$ cat config.mk
export PLATFORM = sky130hd
export DESIGN_NAME = zhxpu_core
export DESIGN_NICKNAME = d
export VERILOG_FILES = /design/src/design/zhxpu_pkg.sv /design/src/design/stall_ctrl.sv /design/src/design/fetch_unit.sv /design/src/design/reg_file.sv /design/src/design/decoder.sv /design/src/design/alu.sv /design/src/design/data_mem.sv /design/src/design/zhxpu_core.sv
export VERILOG_INCLUDE_DIRS = /design/src /design/src/design
export SDC_FILE = /design/constraint.sdc
export NUM_CORES = 2
export LEC_CHECK = 0
export BUFFER_PORTS_ARGS = -buffer_cell sky130_fd_sc_hd__buf_2
export CORE_ASPECT_RATIO = 1.1
export CORE_UTILIZATION = 55
export DETAILED_ROUTE_END_ITERATION = 10
export PLACE_DENSITY = 0.75
export SYNTH_ARGS = -nofsm -noshare
export SYNTH_HDL_FRONTEND = slang
export SYNTH_HIERARCHICAL = 1
export SYNTH_SLANG_ARGS = --single-unit
$ cat constraint.sdc
create_clock -name clk -period 3.7 [get_ports clk]
set_input_delay 0.37 -clock clk [delete_from_list [all_inputs] [get_ports clk]]
set_output_delay 0.37 -clock clk [all_outputs]
set_load 0.005 [all_outputs]
$ cat src/design/zhxpu_params.svh
`ifndef ZHXPU_PARAMS_SVH
`define ZHXPU_PARAMS_SVH

// Datapath width and register count
`define ZX_WORD 16
`define ZX_REGS 8

// Memory sizes in words
`define ZX_IMEM_DEPTH 64
`define ZX_DMEM_DEPTH 64

// Cycles per data access
`define ZX_MEM_LATENCY 3

`endif

$ cat src/design/zhxpu_pkg.sv
`default_nettype none

package zhxpu_pkg;

	typedef enum logic [4:0] {
		OP_NOP   = 5'd0,
		OP_ALU   = 5'd1,
		OP_ADDIU = 5'd2,
		OP_LI    = 5'd3,
		OP_LW    = 5'd4,
		OP_SW    = 5'd5,
		OP_BEQZ  = 5'd6,
		OP_B     = 5'd7,
		OP_HALT  = 5'd8
	} opcode_e;

	typedef enum logic [1:0] {
		FN_ADD = 2'd0,
		FN_SUB = 2'd1,
		FN_AND = 2'd2,
		FN_OR  = 2'd3
	} alu_fn_e;

	// Register form and immediate form of one word
	typedef union packed {
		struct packed {
			opcode_e    op;
			logic [2:0] rx;
			logic [2:0] ry;
			logic [2:0] rz;
			alu_fn_e    funct;
		} r_fmt;
		struct packed {
			opcode_e    op;
			logic [2:0] rx;
			logic [7:0] imm8;
		} i_fmt;
	} instr_t;

endpackage

`default_nettype wire

$ cat src/design/stall_ctrl.sv
`timescale 1ns/1ps
`default_nettype none
`include "zhxpu_params.svh"

module stall_ctrl (
	input  logic                        clk,
	input  logic                        rst,
	input  zhxpu_pkg::instr_t           id_instr,
	input  logic [$clog2(`ZX_REGS)-1:0] exe_dest,
	input  logic                        exe_wr,
	input  logic                        mem_busy,
	input  logic                        branch_taken,
	output logic                        hold,
	output logic                        bubble,
	output logic                        flush
);
	import zhxpu_pkg::*;

	logic use_rx;
	logic use_ry;
	logic hazard;

	// Register fields read by the instruction in decode
	always_comb begin
		use_rx = 1'b0;
		use_ry = 1'b0;
		case (id_instr.r_fmt.op)
			OP_ALU, OP_SW: begin
				use_rx = 1'b1;
				use_ry = 1'b1;
			end
			OP_ADDIU, OP_BEQZ: use_rx = 1'b1;
			OP_LW: use_ry = 1'b1;
			default: ;
		endcase
	end

	assign hazard = exe_wr && ((use_rx && id_instr.r_fmt.rx == exe_dest) ||
		(use_ry && id_instr.r_fmt.ry == exe_dest));

	assign hold = mem_busy;
	assign bubble = hazard && !hold;
	assign flush = branch_taken && !hold && !bubble;

	// Flushed slot reaches decode as a NOP, so no second flush follows
	a_flush_once: assert property (@(posedge clk) disable iff (rst)
		flush |=> !flush);

endmodule

`default_nettype wire

$ cat src/design/fetch_unit.sv
`timescale 1ns/1ps
`default_nettype none
`include "zhxpu_params.svh"

module fetch_unit (
	input  logic                              clk,
	input  logic                              rst,
	input  logic                              start,
	input  logic                              prog_we,
	input  logic [$clog2(`ZX_IMEM_DEPTH)-1:0] prog_addr,
	input  logic [`ZX_WORD-1:0]               prog_data,
	input  logic                              hold,
	input  logic                              bubble,
	input  logic                              flush,
	input  logic                              branch_taken,
	input  logic [`ZX_WORD-1:0]               branch_target,
	input  logic                              halt_seen,
	output zhxpu_pkg::instr_t                 id_instr,
	output logic [`ZX_WORD-1:0]               id_pc
);
	import zhxpu_pkg::*;

	localparam int W = `ZX_WORD;
	localparam int IAW = $clog2(`ZX_IMEM_DEPTH);

	logic [W-1:0] imem [`ZX_IMEM_DEPTH];
	logic [W-1:0] pc;
	logic         running;
	logic         advance;
	logic         stage_en;
	instr_t       if_word;

	always_ff @(posedge clk) begin
		if (prog_we) begin
			imem[prog_addr] <= prog_data;
		end
	end

	assign if_word = imem[pc[IAW-1:0]];
	assign stage_en = !hold && !bubble;
	assign advance = running && stage_en;

	always_ff @(posedge clk) begin
		if (rst) begin
			running <= 1'b0;
		end else if (start) begin
			running <= 1'b1;
		end else if (halt_seen) begin
			running <= 1'b0;
		end
	end

	always_ff @(posedge clk) begin
		if (rst || start) begin
			pc <= '0;
		end else if (advance) begin
			pc <= branch_taken ? branch_target : pc + W'(1);
		end
	end

	// IF/ID, NOP while idle or behind a taken branch or HALT
	always_ff @(posedge clk) begin
		if (rst) begin
			id_instr <= '0;
		end else if (stage_en) begin
			if (flush || halt_seen || !running) begin
				id_instr <= '0;
			end else begin
				id_instr <= if_word;
			end
		end
	end

	always_ff @(posedge clk) begin
		if (stage_en) begin
			id_pc <= pc;
		end
	end

	a_load_idle: assert property (@(posedge clk) disable iff (rst)
		running |-> !prog_we);

endmodule

`default_nettype wire

$ cat src/design/reg_file.sv
`timescale 1ns/1ps
`default_nettype none
`include "zhxpu_params.svh"

module reg_file (
	input  logic                        clk,
	input  logic                        rst,
	input  logic [$clog2(`ZX_REGS)-1:0] raddr1,
	input  logic [$clog2(`ZX_REGS)-1:0] raddr2,
	input  logic                        wr_en,
	input  logic [$clog2(`ZX_REGS)-1:0] wr_addr,
	input  logic [`ZX_WORD-1:0]         wr_value,
	output logic [`ZX_WORD-1:0]         rdata1,
	output logic [`ZX_WORD-1:0]         rdata2
);
	logic [`ZX_WORD-1:0] regs [`ZX_REGS];

	always_ff @(posedge clk) begin
		if (rst) begin
			for (int i = 0; i < `ZX_REGS; i++) begin
				regs[i] <= '0;
			end
		end else if (wr_en) begin
			regs[wr_addr] <= wr_value;
		end
	end

	// Write-through so decode sees the result in write-back
	assign rdata1 = (wr_en && wr_addr == raddr1) ? wr_value : regs[raddr1];
	assign rdata2 = (wr_en && wr_addr == raddr2) ? wr_value : regs[raddr2];

endmodule

`default_nettype wire

$ cat src/design/decoder.sv
`timescale 1ns/1ps
`default_nettype none
`include "zhxpu_params.svh"

module decoder (
	input  logic                        clk,
	input  logic                        rst,
	input  zhxpu_pkg::instr_t           id_instr,
	input  logic [`ZX_WORD-1:0]         id_pc,
	input  logic [`ZX_WORD-1:0]         rdata1,
	input  logic [`ZX_WORD-1:0]         rdata2,
	input  logic                        hold,
	input  logic                        bubble,
	output logic [$clog2(`ZX_REGS)-1:0] raddr1,
	output logic [$clog2(`ZX_REGS)-1:0] raddr2,
	output zhxpu_pkg::opcode_e          exe_op,
	output zhxpu_pkg::alu_fn_e          exe_fn,
	output logic [`ZX_WORD-1:0]         exe_a,
	output logic [`ZX_WORD-1:0]         exe_b,
	output logic [$clog2(`ZX_REGS)-1:0] exe_dest,
	output logic                        exe_wr,
	output logic                        mem_rd,
	output logic                        mem_wr,
	output logic                        branch_taken,
	output logic [`ZX_WORD-1:0]         branch_target,
	output logic                        halt_seen
);
	import zhxpu_pkg::*;

	localparam int W = `ZX_WORD;

	opcode_e                     op;
	alu_fn_e                     d_fn;
	logic [W-1:0]                d_a;
	logic [W-1:0]                d_b;
	logic [W-1:0]                simm;
	logic [W-1:0]                zimm;
	logic [$clog2(`ZX_REGS)-1:0] d_dest;
	logic                        d_wr;
	logic                        d_rd;
	logic                        d_wrm;

	assign op = id_instr.r_fmt.op;
	assign raddr1 = id_instr.r_fmt.rx;
	assign raddr2 = id_instr.r_fmt.ry;
	assign simm = {{(W-8){id_instr.i_fmt.imm8[7]}}, id_instr.i_fmt.imm8};
	assign zimm = {{(W-8){1'b0}}, id_instr.i_fmt.imm8};

	// Immediate forms go to the adder as operand b
	always_comb begin
		d_fn = FN_ADD;
		d_a = rdata1;
		d_b = rdata2;
		d_dest = id_instr.r_fmt.rz;
		d_wr = 1'b0;
		d_rd = 1'b0;
		d_wrm = 1'b0;
		case (op)
			OP_ALU: begin
				d_fn = id_instr.r_fmt.funct;
				d_wr = 1'b1;
			end
			OP_ADDIU: begin
				d_b = simm;
				d_dest = id_instr.i_fmt.rx;
				d_wr = 1'b1;
			end
			OP_LI: begin
				d_a = '0;
				d_b = zimm;
				d_dest = id_instr.i_fmt.rx;
				d_wr = 1'b1;
			end
			OP_LW: begin
				d_rd = 1'b1;
				d_wr = 1'b1;
			end
			OP_SW: d_wrm = 1'b1;
			default: ;
		endcase
	end

	// Branches resolve here, BEQZ tests rx
	assign branch_target = id_pc + W'(1) + simm;
	assign branch_taken = (op == OP_B) || (op == OP_BEQZ && rdata1 == '0);
	assign halt_seen = (op == OP_HALT);

	always_ff @(posedge clk) begin
		if (rst) begin
			exe_op <= OP_NOP;
			exe_wr <= 1'b0;
			mem_rd <= 1'b0;
			mem_wr <= 1'b0;
		end else if (!hold) begin
			exe_op <= bubble ? OP_NOP : op;
			exe_wr <= d_wr && !bubble;
			mem_rd <= d_rd && !bubble;
			mem_wr <= d_wrm && !bubble;
		end
	end

	always_ff @(posedge clk) begin
		if (!hold) begin
			exe_fn <= d_fn;
			exe_a <= d_a;
			exe_b <= d_b;
			exe_dest <= d_dest;
		end
	end

endmodule

`default_nettype wire

$ cat src/design/alu.sv
`timescale 1ns/1ps
`default_nettype none
`include "zhxpu_params.svh"

module alu (
	input  logic                        clk,
	input  logic                        rst,
	input  zhxpu_pkg::opcode_e          exe_op,
	input  zhxpu_pkg::alu_fn_e          exe_fn,
	input  logic [`ZX_WORD-1:0]         exe_a,
	input  logic [`ZX_WORD-1:0]         exe_b,
	input  logic [$clog2(`ZX_REGS)-1:0] exe_dest,
	input  logic                        exe_wr,
	input  logic [`ZX_WORD-1:0]         rdata,
	input  logic                        mem_busy,
	output logic                        wb_valid,
	output logic [$clog2(`ZX_REGS)-1:0] wb_addr,
	output logic [`ZX_WORD-1:0]         wb_value,
	output logic                        halted
);
	import zhxpu_pkg::*;

	logic [`ZX_WORD-1:0] result;

	always_comb begin
		result = exe_a + exe_b;
		case (exe_fn)
			FN_SUB: result = exe_a - exe_b;
			FN_AND: result = exe_a & exe_b;
			FN_OR:  result = exe_a | exe_b;
			default: ;
		endcase
	end

	// EXE/WB waits out the memory access
	always_ff @(posedge clk) begin
		if (rst) begin
			wb_valid <= 1'b0;
			halted <= 1'b0;
		end else begin
			wb_valid <= exe_wr && !mem_busy;
			if (exe_op == OP_HALT) begin
				halted <= 1'b1;
			end
		end
	end

	always_ff @(posedge clk) begin
		if (!mem_busy) begin
			wb_addr <= exe_dest;
			wb_value <= (exe_op == OP_LW) ? rdata : result;
		end
	end

endmodule

`default_nettype wire

$ cat src/design/data_mem.sv
`timescale 1ns/1ps
`default_nettype none
`include "zhxpu_params.svh"

module data_mem (
	input  logic                              clk,
	input  logic                              rst,
	input  logic                              mem_rd,
	input  logic                              mem_wr,
	input  logic [$clog2(`ZX_DMEM_DEPTH)-1:0] addr,
	input  logic [`ZX_WORD-1:0]               wdata,
	output logic [`ZX_WORD-1:0]               rdata,
	output logic                              mem_busy
);
	localparam int LAT = `ZX_MEM_LATENCY;
	localparam int CW = $clog2(LAT);

	logic [`ZX_WORD-1:0] mem [`ZX_DMEM_DEPTH];
	logic [CW-1:0]       cnt;
	logic                access;
	logic                last;

	assign access = mem_rd || mem_wr;
	assign last = (cnt == CW'(LAT - 1));
	assign mem_busy = access && !last;

	// Cycles spent on the current access
	always_ff @(posedge clk) begin
		if (rst || !access || last) begin
			cnt <= '0;
		end else begin
			cnt <= cnt + CW'(1);
		end
	end

	// Read data settles for the final cycle, store lands at its end
	always_ff @(posedge clk) begin
		if (mem_wr && last) begin
			mem[addr] <= wdata;
		end
		if (mem_rd && cnt == CW'(LAT - 2)) begin
			rdata <= mem[addr];
		end
	end

	a_one_access: assert property (@(posedge clk) disable iff (rst)
		!(mem_rd && mem_wr));

endmodule

`default_nettype wire

$ cat src/design/zhxpu_core.sv
`timescale 1ns/1ps
`default_nettype none
`include "zhxpu_params.svh"

module zhxpu_core (
	input  logic                              clk,
	input  logic                              rst,
	input  logic                              start,
	input  logic                              prog_we,
	input  logic [$clog2(`ZX_IMEM_DEPTH)-1:0] prog_addr,
	input  logic [`ZX_WORD-1:0]               prog_data,
	output logic                              halted,
	output logic                              wb_valid,
	output logic [$clog2(`ZX_REGS)-1:0]       wb_addr,
	output logic [`ZX_WORD-1:0]               wb_value
);
	import zhxpu_pkg::*;

	localparam int W = `ZX_WORD;
	localparam int AW = $clog2(`ZX_REGS);

	// Stall control
	logic hold;
	logic bubble;
	logic flush;

	// IF/ID
	instr_t       id_instr;
	logic [W-1:0] id_pc;

	// Decode and register read
	logic [AW-1:0] raddr1;
	logic [AW-1:0] raddr2;
	logic [W-1:0]  rdata1;
	logic [W-1:0]  rdata2;
	logic          branch_taken;
	logic [W-1:0]  branch_target;
	logic          halt_seen;

	// ID/EXE
	opcode_e       exe_op;
	alu_fn_e       exe_fn;
	logic [W-1:0]  exe_a;
	logic [W-1:0]  exe_b;
	logic [AW-1:0] exe_dest;
	logic          exe_wr;
	logic          mem_rd;
	logic          mem_wr;

	// Data memory
	logic [W-1:0] rdata;
	logic         mem_busy;

	stall_ctrl __stall_ctrl (
		.clk(clk),
		.rst(rst),
		.id_instr(id_instr),
		.exe_dest(exe_dest),
		.exe_wr(exe_wr),
		.mem_busy(mem_busy),
		.branch_taken(branch_taken),
		.hold(hold),
		.bubble(bubble),
		.flush(flush)
	);

	fetch_unit __fetch_unit (
		.clk(clk),
		.rst(rst),
		.start(start),
		.prog_we(prog_we),
		.prog_addr(prog_addr),
		.prog_data(prog_data),
		.hold(hold),
		.bubble(bubble),
		.flush(flush),
		.branch_taken(branch_taken),
		.branch_target(branch_target),
		.halt_seen(halt_seen),
		.id_instr(id_instr),
		.id_pc(id_pc)
	);

	reg_file __reg_file (
		.clk(clk),
		.rst(rst),
		.raddr1(raddr1),
		.raddr2(raddr2),
		.wr_en(wb_valid),
		.wr_addr(wb_addr),
		.wr_value(wb_value),
		.rdata1(rdata1),
		.rdata2(rdata2)
	);

	decoder __decoder (
		.clk(clk),
		.rst(rst),
		.id_instr(id_instr),
		.id_pc(id_pc),
		.rdata1(rdata1),
		.rdata2(rdata2),
		.hold(hold),
		.bubble(bubble),
		.raddr1(raddr1),
		.raddr2(raddr2),
		.exe_op(exe_op),
		.exe_fn(exe_fn),
		.exe_a(exe_a),
		.exe_b(exe_b),
		.exe_dest(exe_dest),
		.exe_wr(exe_wr),
		.mem_rd(mem_rd),
		.mem_wr(mem_wr),
		.branch_taken(branch_taken),
		.branch_target(branch_target),
		.halt_seen(halt_seen)
	);

	alu __alu (
		.clk(clk),
		.rst(rst),
		.exe_op(exe_op),
		.exe_fn(exe_fn),
		.exe_a(exe_a),
		.exe_b(exe_b),
		.exe_dest(exe_dest),
		.exe_wr(exe_wr),
		.rdata(rdata),
		.mem_busy(mem_busy),
		.wb_valid(wb_valid),
		.wb_addr(wb_addr),
		.wb_value(wb_value),
		.halted(halted)
	);

	// Address from ry, store data from rx
	data_mem __data_mem (
		.clk(clk),
		.rst(rst),
		.mem_rd(mem_rd),
		.mem_wr(mem_wr),
		.addr(exe_b[$clog2(`ZX_DMEM_DEPTH)-1:0]),
		.wdata(exe_a),
		.rdata(rdata),
		.mem_busy(mem_busy)
	);

endmodule

`default_nettype wire

### After elaboration in Yosys (flattened, before gate mapping)

Memories as Yosys holds them, arrays and structs flattened. A register that Yosys moved wholly into a read port is not among the register bits.
Cells that the tools add are included.

* mux-type cells: 34
* bitwise logic cells: 2
* reduce and logical (&&, ||, !) cells: 38
* eq/ne operators: 19
* add/subtract/negate cells: 6

Operator list (count)
* two-way mux 16 bit: 6
* case mux 16 bit (3 select lines): 1
* adder 16 x 1 -> 16 bit, second input constant: 2
* adder 16 bit: 2
* case mux 16 bit (2 select lines): 1
* == test 5 x 3 -> 1 bit, second input constant: 5
* logical AND 1 bit: 18
* two-way mux 3 bit: 6
* two-way mux 1 bit: 17
* AND 16 bit: 1
* zero test 16 bit: 1
* OR 16 bit: 1
* OR reduction 16 bit: 1
* subtractor 16 bit: 1
* == test 3 bit: 4
* two-way mux 6 bit: 2
* == test 5 x 2 -> 1 bit, second input constant: 2
* == test 5 x 4 -> 1 bit, second input constant: 2
* logical OR 1 bit: 8
* OR reduction 4 bit: 2
* == test 2 bit, second input constant: 3
* == test 5 x 1 -> 1 bit, second input constant: 1
* zero test 1 bit: 5
* two-way mux 5 bit: 1
* other kinds (5): 6

* input port bits: 26
* word-level logic and storage cells: 119
* bits in writable memories: 2176
* register bits: 117
* memories: 3

Memory list
* __data_mem.mem: depth 64, width 16, rd ports 1, clocked after Yosys merged registers in 1, write ports 1, line data_mem.sv:18 `` logic [`ZX_WORD-1:0] mem [`ZX_DMEM_DEPTH]; ``
* __fetch_unit.imem: depth 64, width 16, rd ports 1, clocked after Yosys merged registers in 1, write ports 1, line fetch_unit.sv:26 `` logic [W-1:0] imem [`ZX_IMEM_DEPTH]; ``
* __reg_file.regs: depth 8, width 16, rd ports 2, clocked after Yosys merged registers in 2, write ports 8, line reg_file.sv:16 `` logic [`ZX_WORD-1:0] regs [`ZX_REGS]; ``

### Logic depth before layout (Yosys ltp)

* depth in word-level cells: 14
* depth in mapped cells: 19
* mapped depth without buffers: 14

### Hierarchy

The synthesis kept the hierarchy.

Modules (own cells, without submodules)
* fetch_unit: area each 41322.1 um^2, times used 1, cells an instance 1890, sequential area each 32010.7 um^2
* data_mem: area each 39739.4 um^2, times used 1, cells an instance 2329, sequential area each 31270.0 um^2
* reg_file: area each 7453.4 um^2, times used 1, cells an instance 445, sequential area each 3843.7 um^2
* decoder: area each 2668.8 um^2, times used 1, cells an instance 275, sequential area each 1271.2 um^2
* alu: area each 2308.5 um^2, times used 1, cells an instance 266, sequential area each 610.6 um^2
* stall_ctrl: area each 116.4 um^2, times used 1, cells an instance 16, sequential area each 0.0 um^2

### Worst setup path after synthesis

Ideal clock, no wire load.

* path kind: flip-flop to flip-flop
* start point: register __fetch_unit/id_instr[9] (netlist bit)
* end point: register __fetch_unit/id_instr[1] (netlist bit)
* cell stages (with the launch flop): 19
* data arrival time: 3.958 ns
* period minus slack after synthesis: 4.077 ns
* path buffers: 4
* slack: -0.377 ns
* cells stage by stage: dfxtp_1 -> buf_4 -> clkbuf_1 -> clkbuf_1 -> mux4_1 -> mux2_2 -> mux2_4 -> nor4b_1 -> nand4_1 -> nor3_1 -> a21oi_1 -> nor4b_1 -> o311a_1 -> nor4_1 -> nand3b_1 -> clkbuf_1 -> a211oi_1 -> a221oi_2 -> nand2_1

* longest elaborated chain between the ends: 11
* elaborated cells between the ends (all ways): 18
* those cells by class: 2 x eq/ne; 2 x mux; 14 x reduce/logical

Ends and longest elaborated chain
* from (decl): line fetch_unit.sv:18 `output zhxpu_pkg::instr_t id_instr,`
* from (signal assigned): line fetch_unit.sv:69 `id_instr <= if_word;`
* == test 3 bit: line reg_file.sv:29 `assign rdata1 = (wr_en && wr_addr == raddr1) ? wr_value : regs[raddr1];`
* logical AND 1 bit: line reg_file.sv:29
* two-way mux 16 bit: line reg_file.sv:29
* via rdata1[12]: line zhxpu_core.sv:34 `logic [W-1:0] rdata1;`
* zero test 16 bit: line decoder.sv:85 `assign branch_taken = (op == OP_B) || (op == OP_BEQZ && rdata1 == '0);`
* logical AND 1 bit: line decoder.sv:85
* logical OR 1 bit: line decoder.sv:85
* via branch_taken: line zhxpu_core.sv:36 `logic branch_taken;`
* logical AND 1 bit (2 in a row): line stall_ctrl.sv:43 `assign flush = branch_taken && !hold && !bubble;`
* via flush: line zhxpu_core.sv:25 `logic flush;`
* logical OR 1 bit (2 in a row): line fetch_unit.sv:66 `if (flush || halt_seen || !running) begin`
* two-way mux 16 bit: line fetch_unit.sv:66

The timed path passes the listed nets, and every way through them passes these cells.
A chain may end at the register's enable or synchronous reset.

### Worst setup path after layout

* start point: register __fetch_unit/id_instr[8] (netlist bit)
* end point: register __fetch_unit/id_instr[9] (netlist bit)

The elaborated chain is that of the path after synthesis.

==> key figures <==
Power
  • Reg power frac: 52.1%
  • Clk pwr share: 37.0%
  • Comb power frac: 11.0%
  • Pleak: 33.4 nW
  • Peak VDD IR: 0.514 mV
  • Switch Pwr: 14.1 mW
  • Internal: 42.9 mW
  • Power Density: 549 nW/um^2
  • Net Sw Frac: 24.7%

CTS
  • Max Root-Sink Buffers: 3
  • Worst-skew pair later-pin latency: 0.87 ns
  • TritonCTS clock tree: done
  • Cts bufs inserted: 209
  • CTS root buffer: clkbuf_16
  • Htree depth: 4
  • CTS Sinks: 2,295
  • CTS clk-pin slew, worst paths: 0.06 ns

Detailed routing
  • TritonRoute pass-1 iters: 6
  • DRC violations left: 0
  • Routed vias/inst: 6.63
  • WL per Instance: 30.2 um
  • Initial DRC Count: 6,505
  • Post-route ant nets: 0
  • Routed wire length: 235,000 um
  • Via count: 51.6k

STA
  • Max Clock Freq: 239 MHz
  • Rel. slew slack: 11.8%
  • Layout Skew: 0.0747 ns
  • Final Critical Period: 4.19 ns
  • Final Hold Vio Count: 0
  • RSZ-0062 raised after global routing: yes
  • Setup violators final: 26
  • Setup WS post-layout: -0.492 ns
  • Tcrit/Tclk final: 113%
  • Worst-Margin Slew: 1.32 ns
  • Final Max Tran Viols: 0
  • Sum Neg Setup Slack: -6.59 ns

Final layout
  • Layout area overhead: 12.7%
  • Fillcell total: 11.2k
  • Finished Layout Cells: 7,790
  • Layout cell share with drive strength beyond 1: 22.2%
  • Nets: 5,442
  • Storage element area: 68,500 sq um
  • Multi-input gate area: 22,000 sq um

Global routing
  • Vias in the first global route: 50.1k
  • Largest net degree at the start of global routing: 70
  • All-Layer GR Usage: 27.7%
  • Grt total ovfl: 0
  • Initial antenna violation count: 12
  • First-pass GRT wire length: 341,000 um

Worst setup path
  • Crit path launch: __fetch_unit/id_instr[8]
  • Crit path required time: 4.40 ns
  • Worst Path Arrival: 4.89 ns
  • Crit path kind: reg2reg
  • Crit Path Max Fanout: 6
  • RR Startpoint: __fetch_unit/id_instr[8]
  • Worst-case reg-to-reg path depth: 18
  • Endpoint class of the critical path: flip-flop
  • Worst setup SP type: flip-flop

Outcome
  • Failing checks: setup timing
  • Run status: finished, violations left

Synthesis
  • Yosys warns: 6
  • Syn_nets: 5,104
  • Syn Inst Count: 5,049
  • Synthesized area per cell: 18.2 sq um
  • Cell area after synthesis: 92,100 sq um

Placement
  • Place WS: -0.791 ns
  • Placed cells: 7,389
  • GP Congestion: 0.939
  • Detailed placement HPWL: 143,000 um
  • Buffers added on ports: 46

Floorplanning
  • Die span in y: 431 um
  • # rows: 157
  • I/O pin cnt: 47
  • Starting Density: 55.4%
  • Total die area: 169,000 sq um
  • Core area: 166,000 sq um
  • Die width: 392 um

Min path
  • HP Class: in2reg
  • Min-delay src: prog_data[15]
  • Hold path cells: 1

Run
  • Max cap viols: 0
## flip-flops by register name (all words and copies together), names as in the netlist, named ones only
name and count:
__decoder/exe_b 16, __decoder/exe_dest 3, __alu/wb_value 16, __alu/wb_addr 3, __decoder/mem_wr 1, __fetch_unit/id_pc 6, __decoder/exe_a 16, __data_mem/mem 1024
__fetch_unit/running 1, __decoder/exe_wr 1, __alu/wb_valid 1, __decoder/exe_fn 2, __decoder/exe_op 5, __reg_file/regs 128, __data_mem/cnt 2, __data_mem/rdata 16
__fetch_unit/pc 6, __decoder/mem_rd 1, __fetch_unit/imem 1024, __fetch_unit/id_instr 16, __alu/halted 1
## stage by stage
stage	power, mW	area, sq um	utilization (%)	hold WS (ns)
floorplan	33.5	92200	-	0.424
global placement	36.2	97000	58.3	0.437
detailed placement	36.3	97000	58.3	0.451
CTS	56.9	104000	62.4	0.0128
global route	58.2	104000	62.4	0.0590
finish	57.0	104000	62.4	0.0594
## critical path, cell delays in order, from the launching register on
cell	delay, ns
dfxtp_4	0.44
buf_12	0.16
mux4_2	0.51
mux2_4	0.28
mux2_4	0.28
nor4_4	0.32
buf_4	0.16
nand4_1	0.19
nor3_4	0.26
a21oi_2	0.06
nor4b_2	0.28
o311a_1	0.22
nor4_2	0.07
nand3b_1	0.16
buf_6	0.14
a21oi_1	0.04
a32oi_1	0.26
buf_4	0.17
nand2_1	0.05
## layer usage
| layer | track usage, % | vias up | share of wire (%) |
|---|---|---|---|
| met2 | 44.1 | 3059 | 48 |
| met1 | 37.8 | 26600 | 37 |
| li1 | - | 21400 | - |
| met5 | 0 | - | 0.027 |
| met4 | 11.6 | 10 | 4.4 |
| met3 | 5.26 | 550 | 10 |
## worst paths after layout
path              slack [ns]                        end
setup / recovery       -0.49   __fetch_unit/id_instr[9]
hold / removal          0.06  __fetch_unit/imem[22][15]
setup reg to reg       -0.49   __fetch_unit/id_instr[9]
hold reg to reg         0.46          __data_mem/cnt[0]
## timing repair
item                       CTS  global route
pin swaps                   11             1
hold endpoints to repair    13             0
gates resized for setup     23             2
setup endpoints to repair   28            28
gates cloned                 1             0
setup buffers               12             5
hold buffers                 4             0
## layout by cell type, fill, tap and decap left out, types with 14 or more instances in the layout
| cell | count |
|---|---|
| a211oi_1 | 16 |
| a21oi_1 | 202 |
| a221oi_1 | 160 |
| a22oi_1 | 284 |
| and2_1 | 157 |
| buf_12 | 42 |
| buf_2 | 46 |
| buf_4 | 359 |
| bufinv_16 | 14 |
| clkbuf_1 | 46 |
| clkbuf_16 | 212 |
| clkinv_1 | 50 |
| clkinv_2 | 44 |
| dfxtp_1 | 33 |
| edfxtp_1 | 2254 |
| ha_1 | 27 |
| inv_1 | 24 |
| mux2_2 | 132 |
| mux2i_1 | 108 |
| mux4_1 | 48 |
| mux4_2 | 283 |
| nand2_1 | 136 |
| nand2b_1 | 15 |
| nand3_1 | 25 |
| nand4_1 | 24 |
| nor2_1 | 245 |
| nor2b_1 | 24 |
| nor3_1 | 34 |
| o21ai_0 | 119 |
| o21ai_1 | 14 |
| o221ai_1 | 21 |
| o22ai_1 | 64 |
| xnor2_1 | 29 |
## cell type report
cell class,instances,share of cell area (%)
diodes,5,0.0120
well taps,2226,2.68
repair buffers,455,3.73
clock buffers,258,5.27
flip-flops and latches,2295,66.0
multi-input cells,2401,21.2
clock inverters,125,1.08
inverters,25,0.0903
## power groups by stage
| stage | clock (mW) | combinational (mW) | sequential [mW] |
|---|---|---|---|
| 6_report | 21.1 | 6.26 | 29.7 |
| 5_1_grt | 22.0 | 6.56 | 29.7 |
| 4_1_cts | 21.1 | 6.17 | 29.7 |
| 3_5_place_dp | 0 | 6.10 | 30.2 |
| 3_3_place_gp | 0 | 5.98 | 30.2 |
| 2_1_floorplan | 0 | 3.22 | 30.3 |
(Power assumes the default switching activity.)
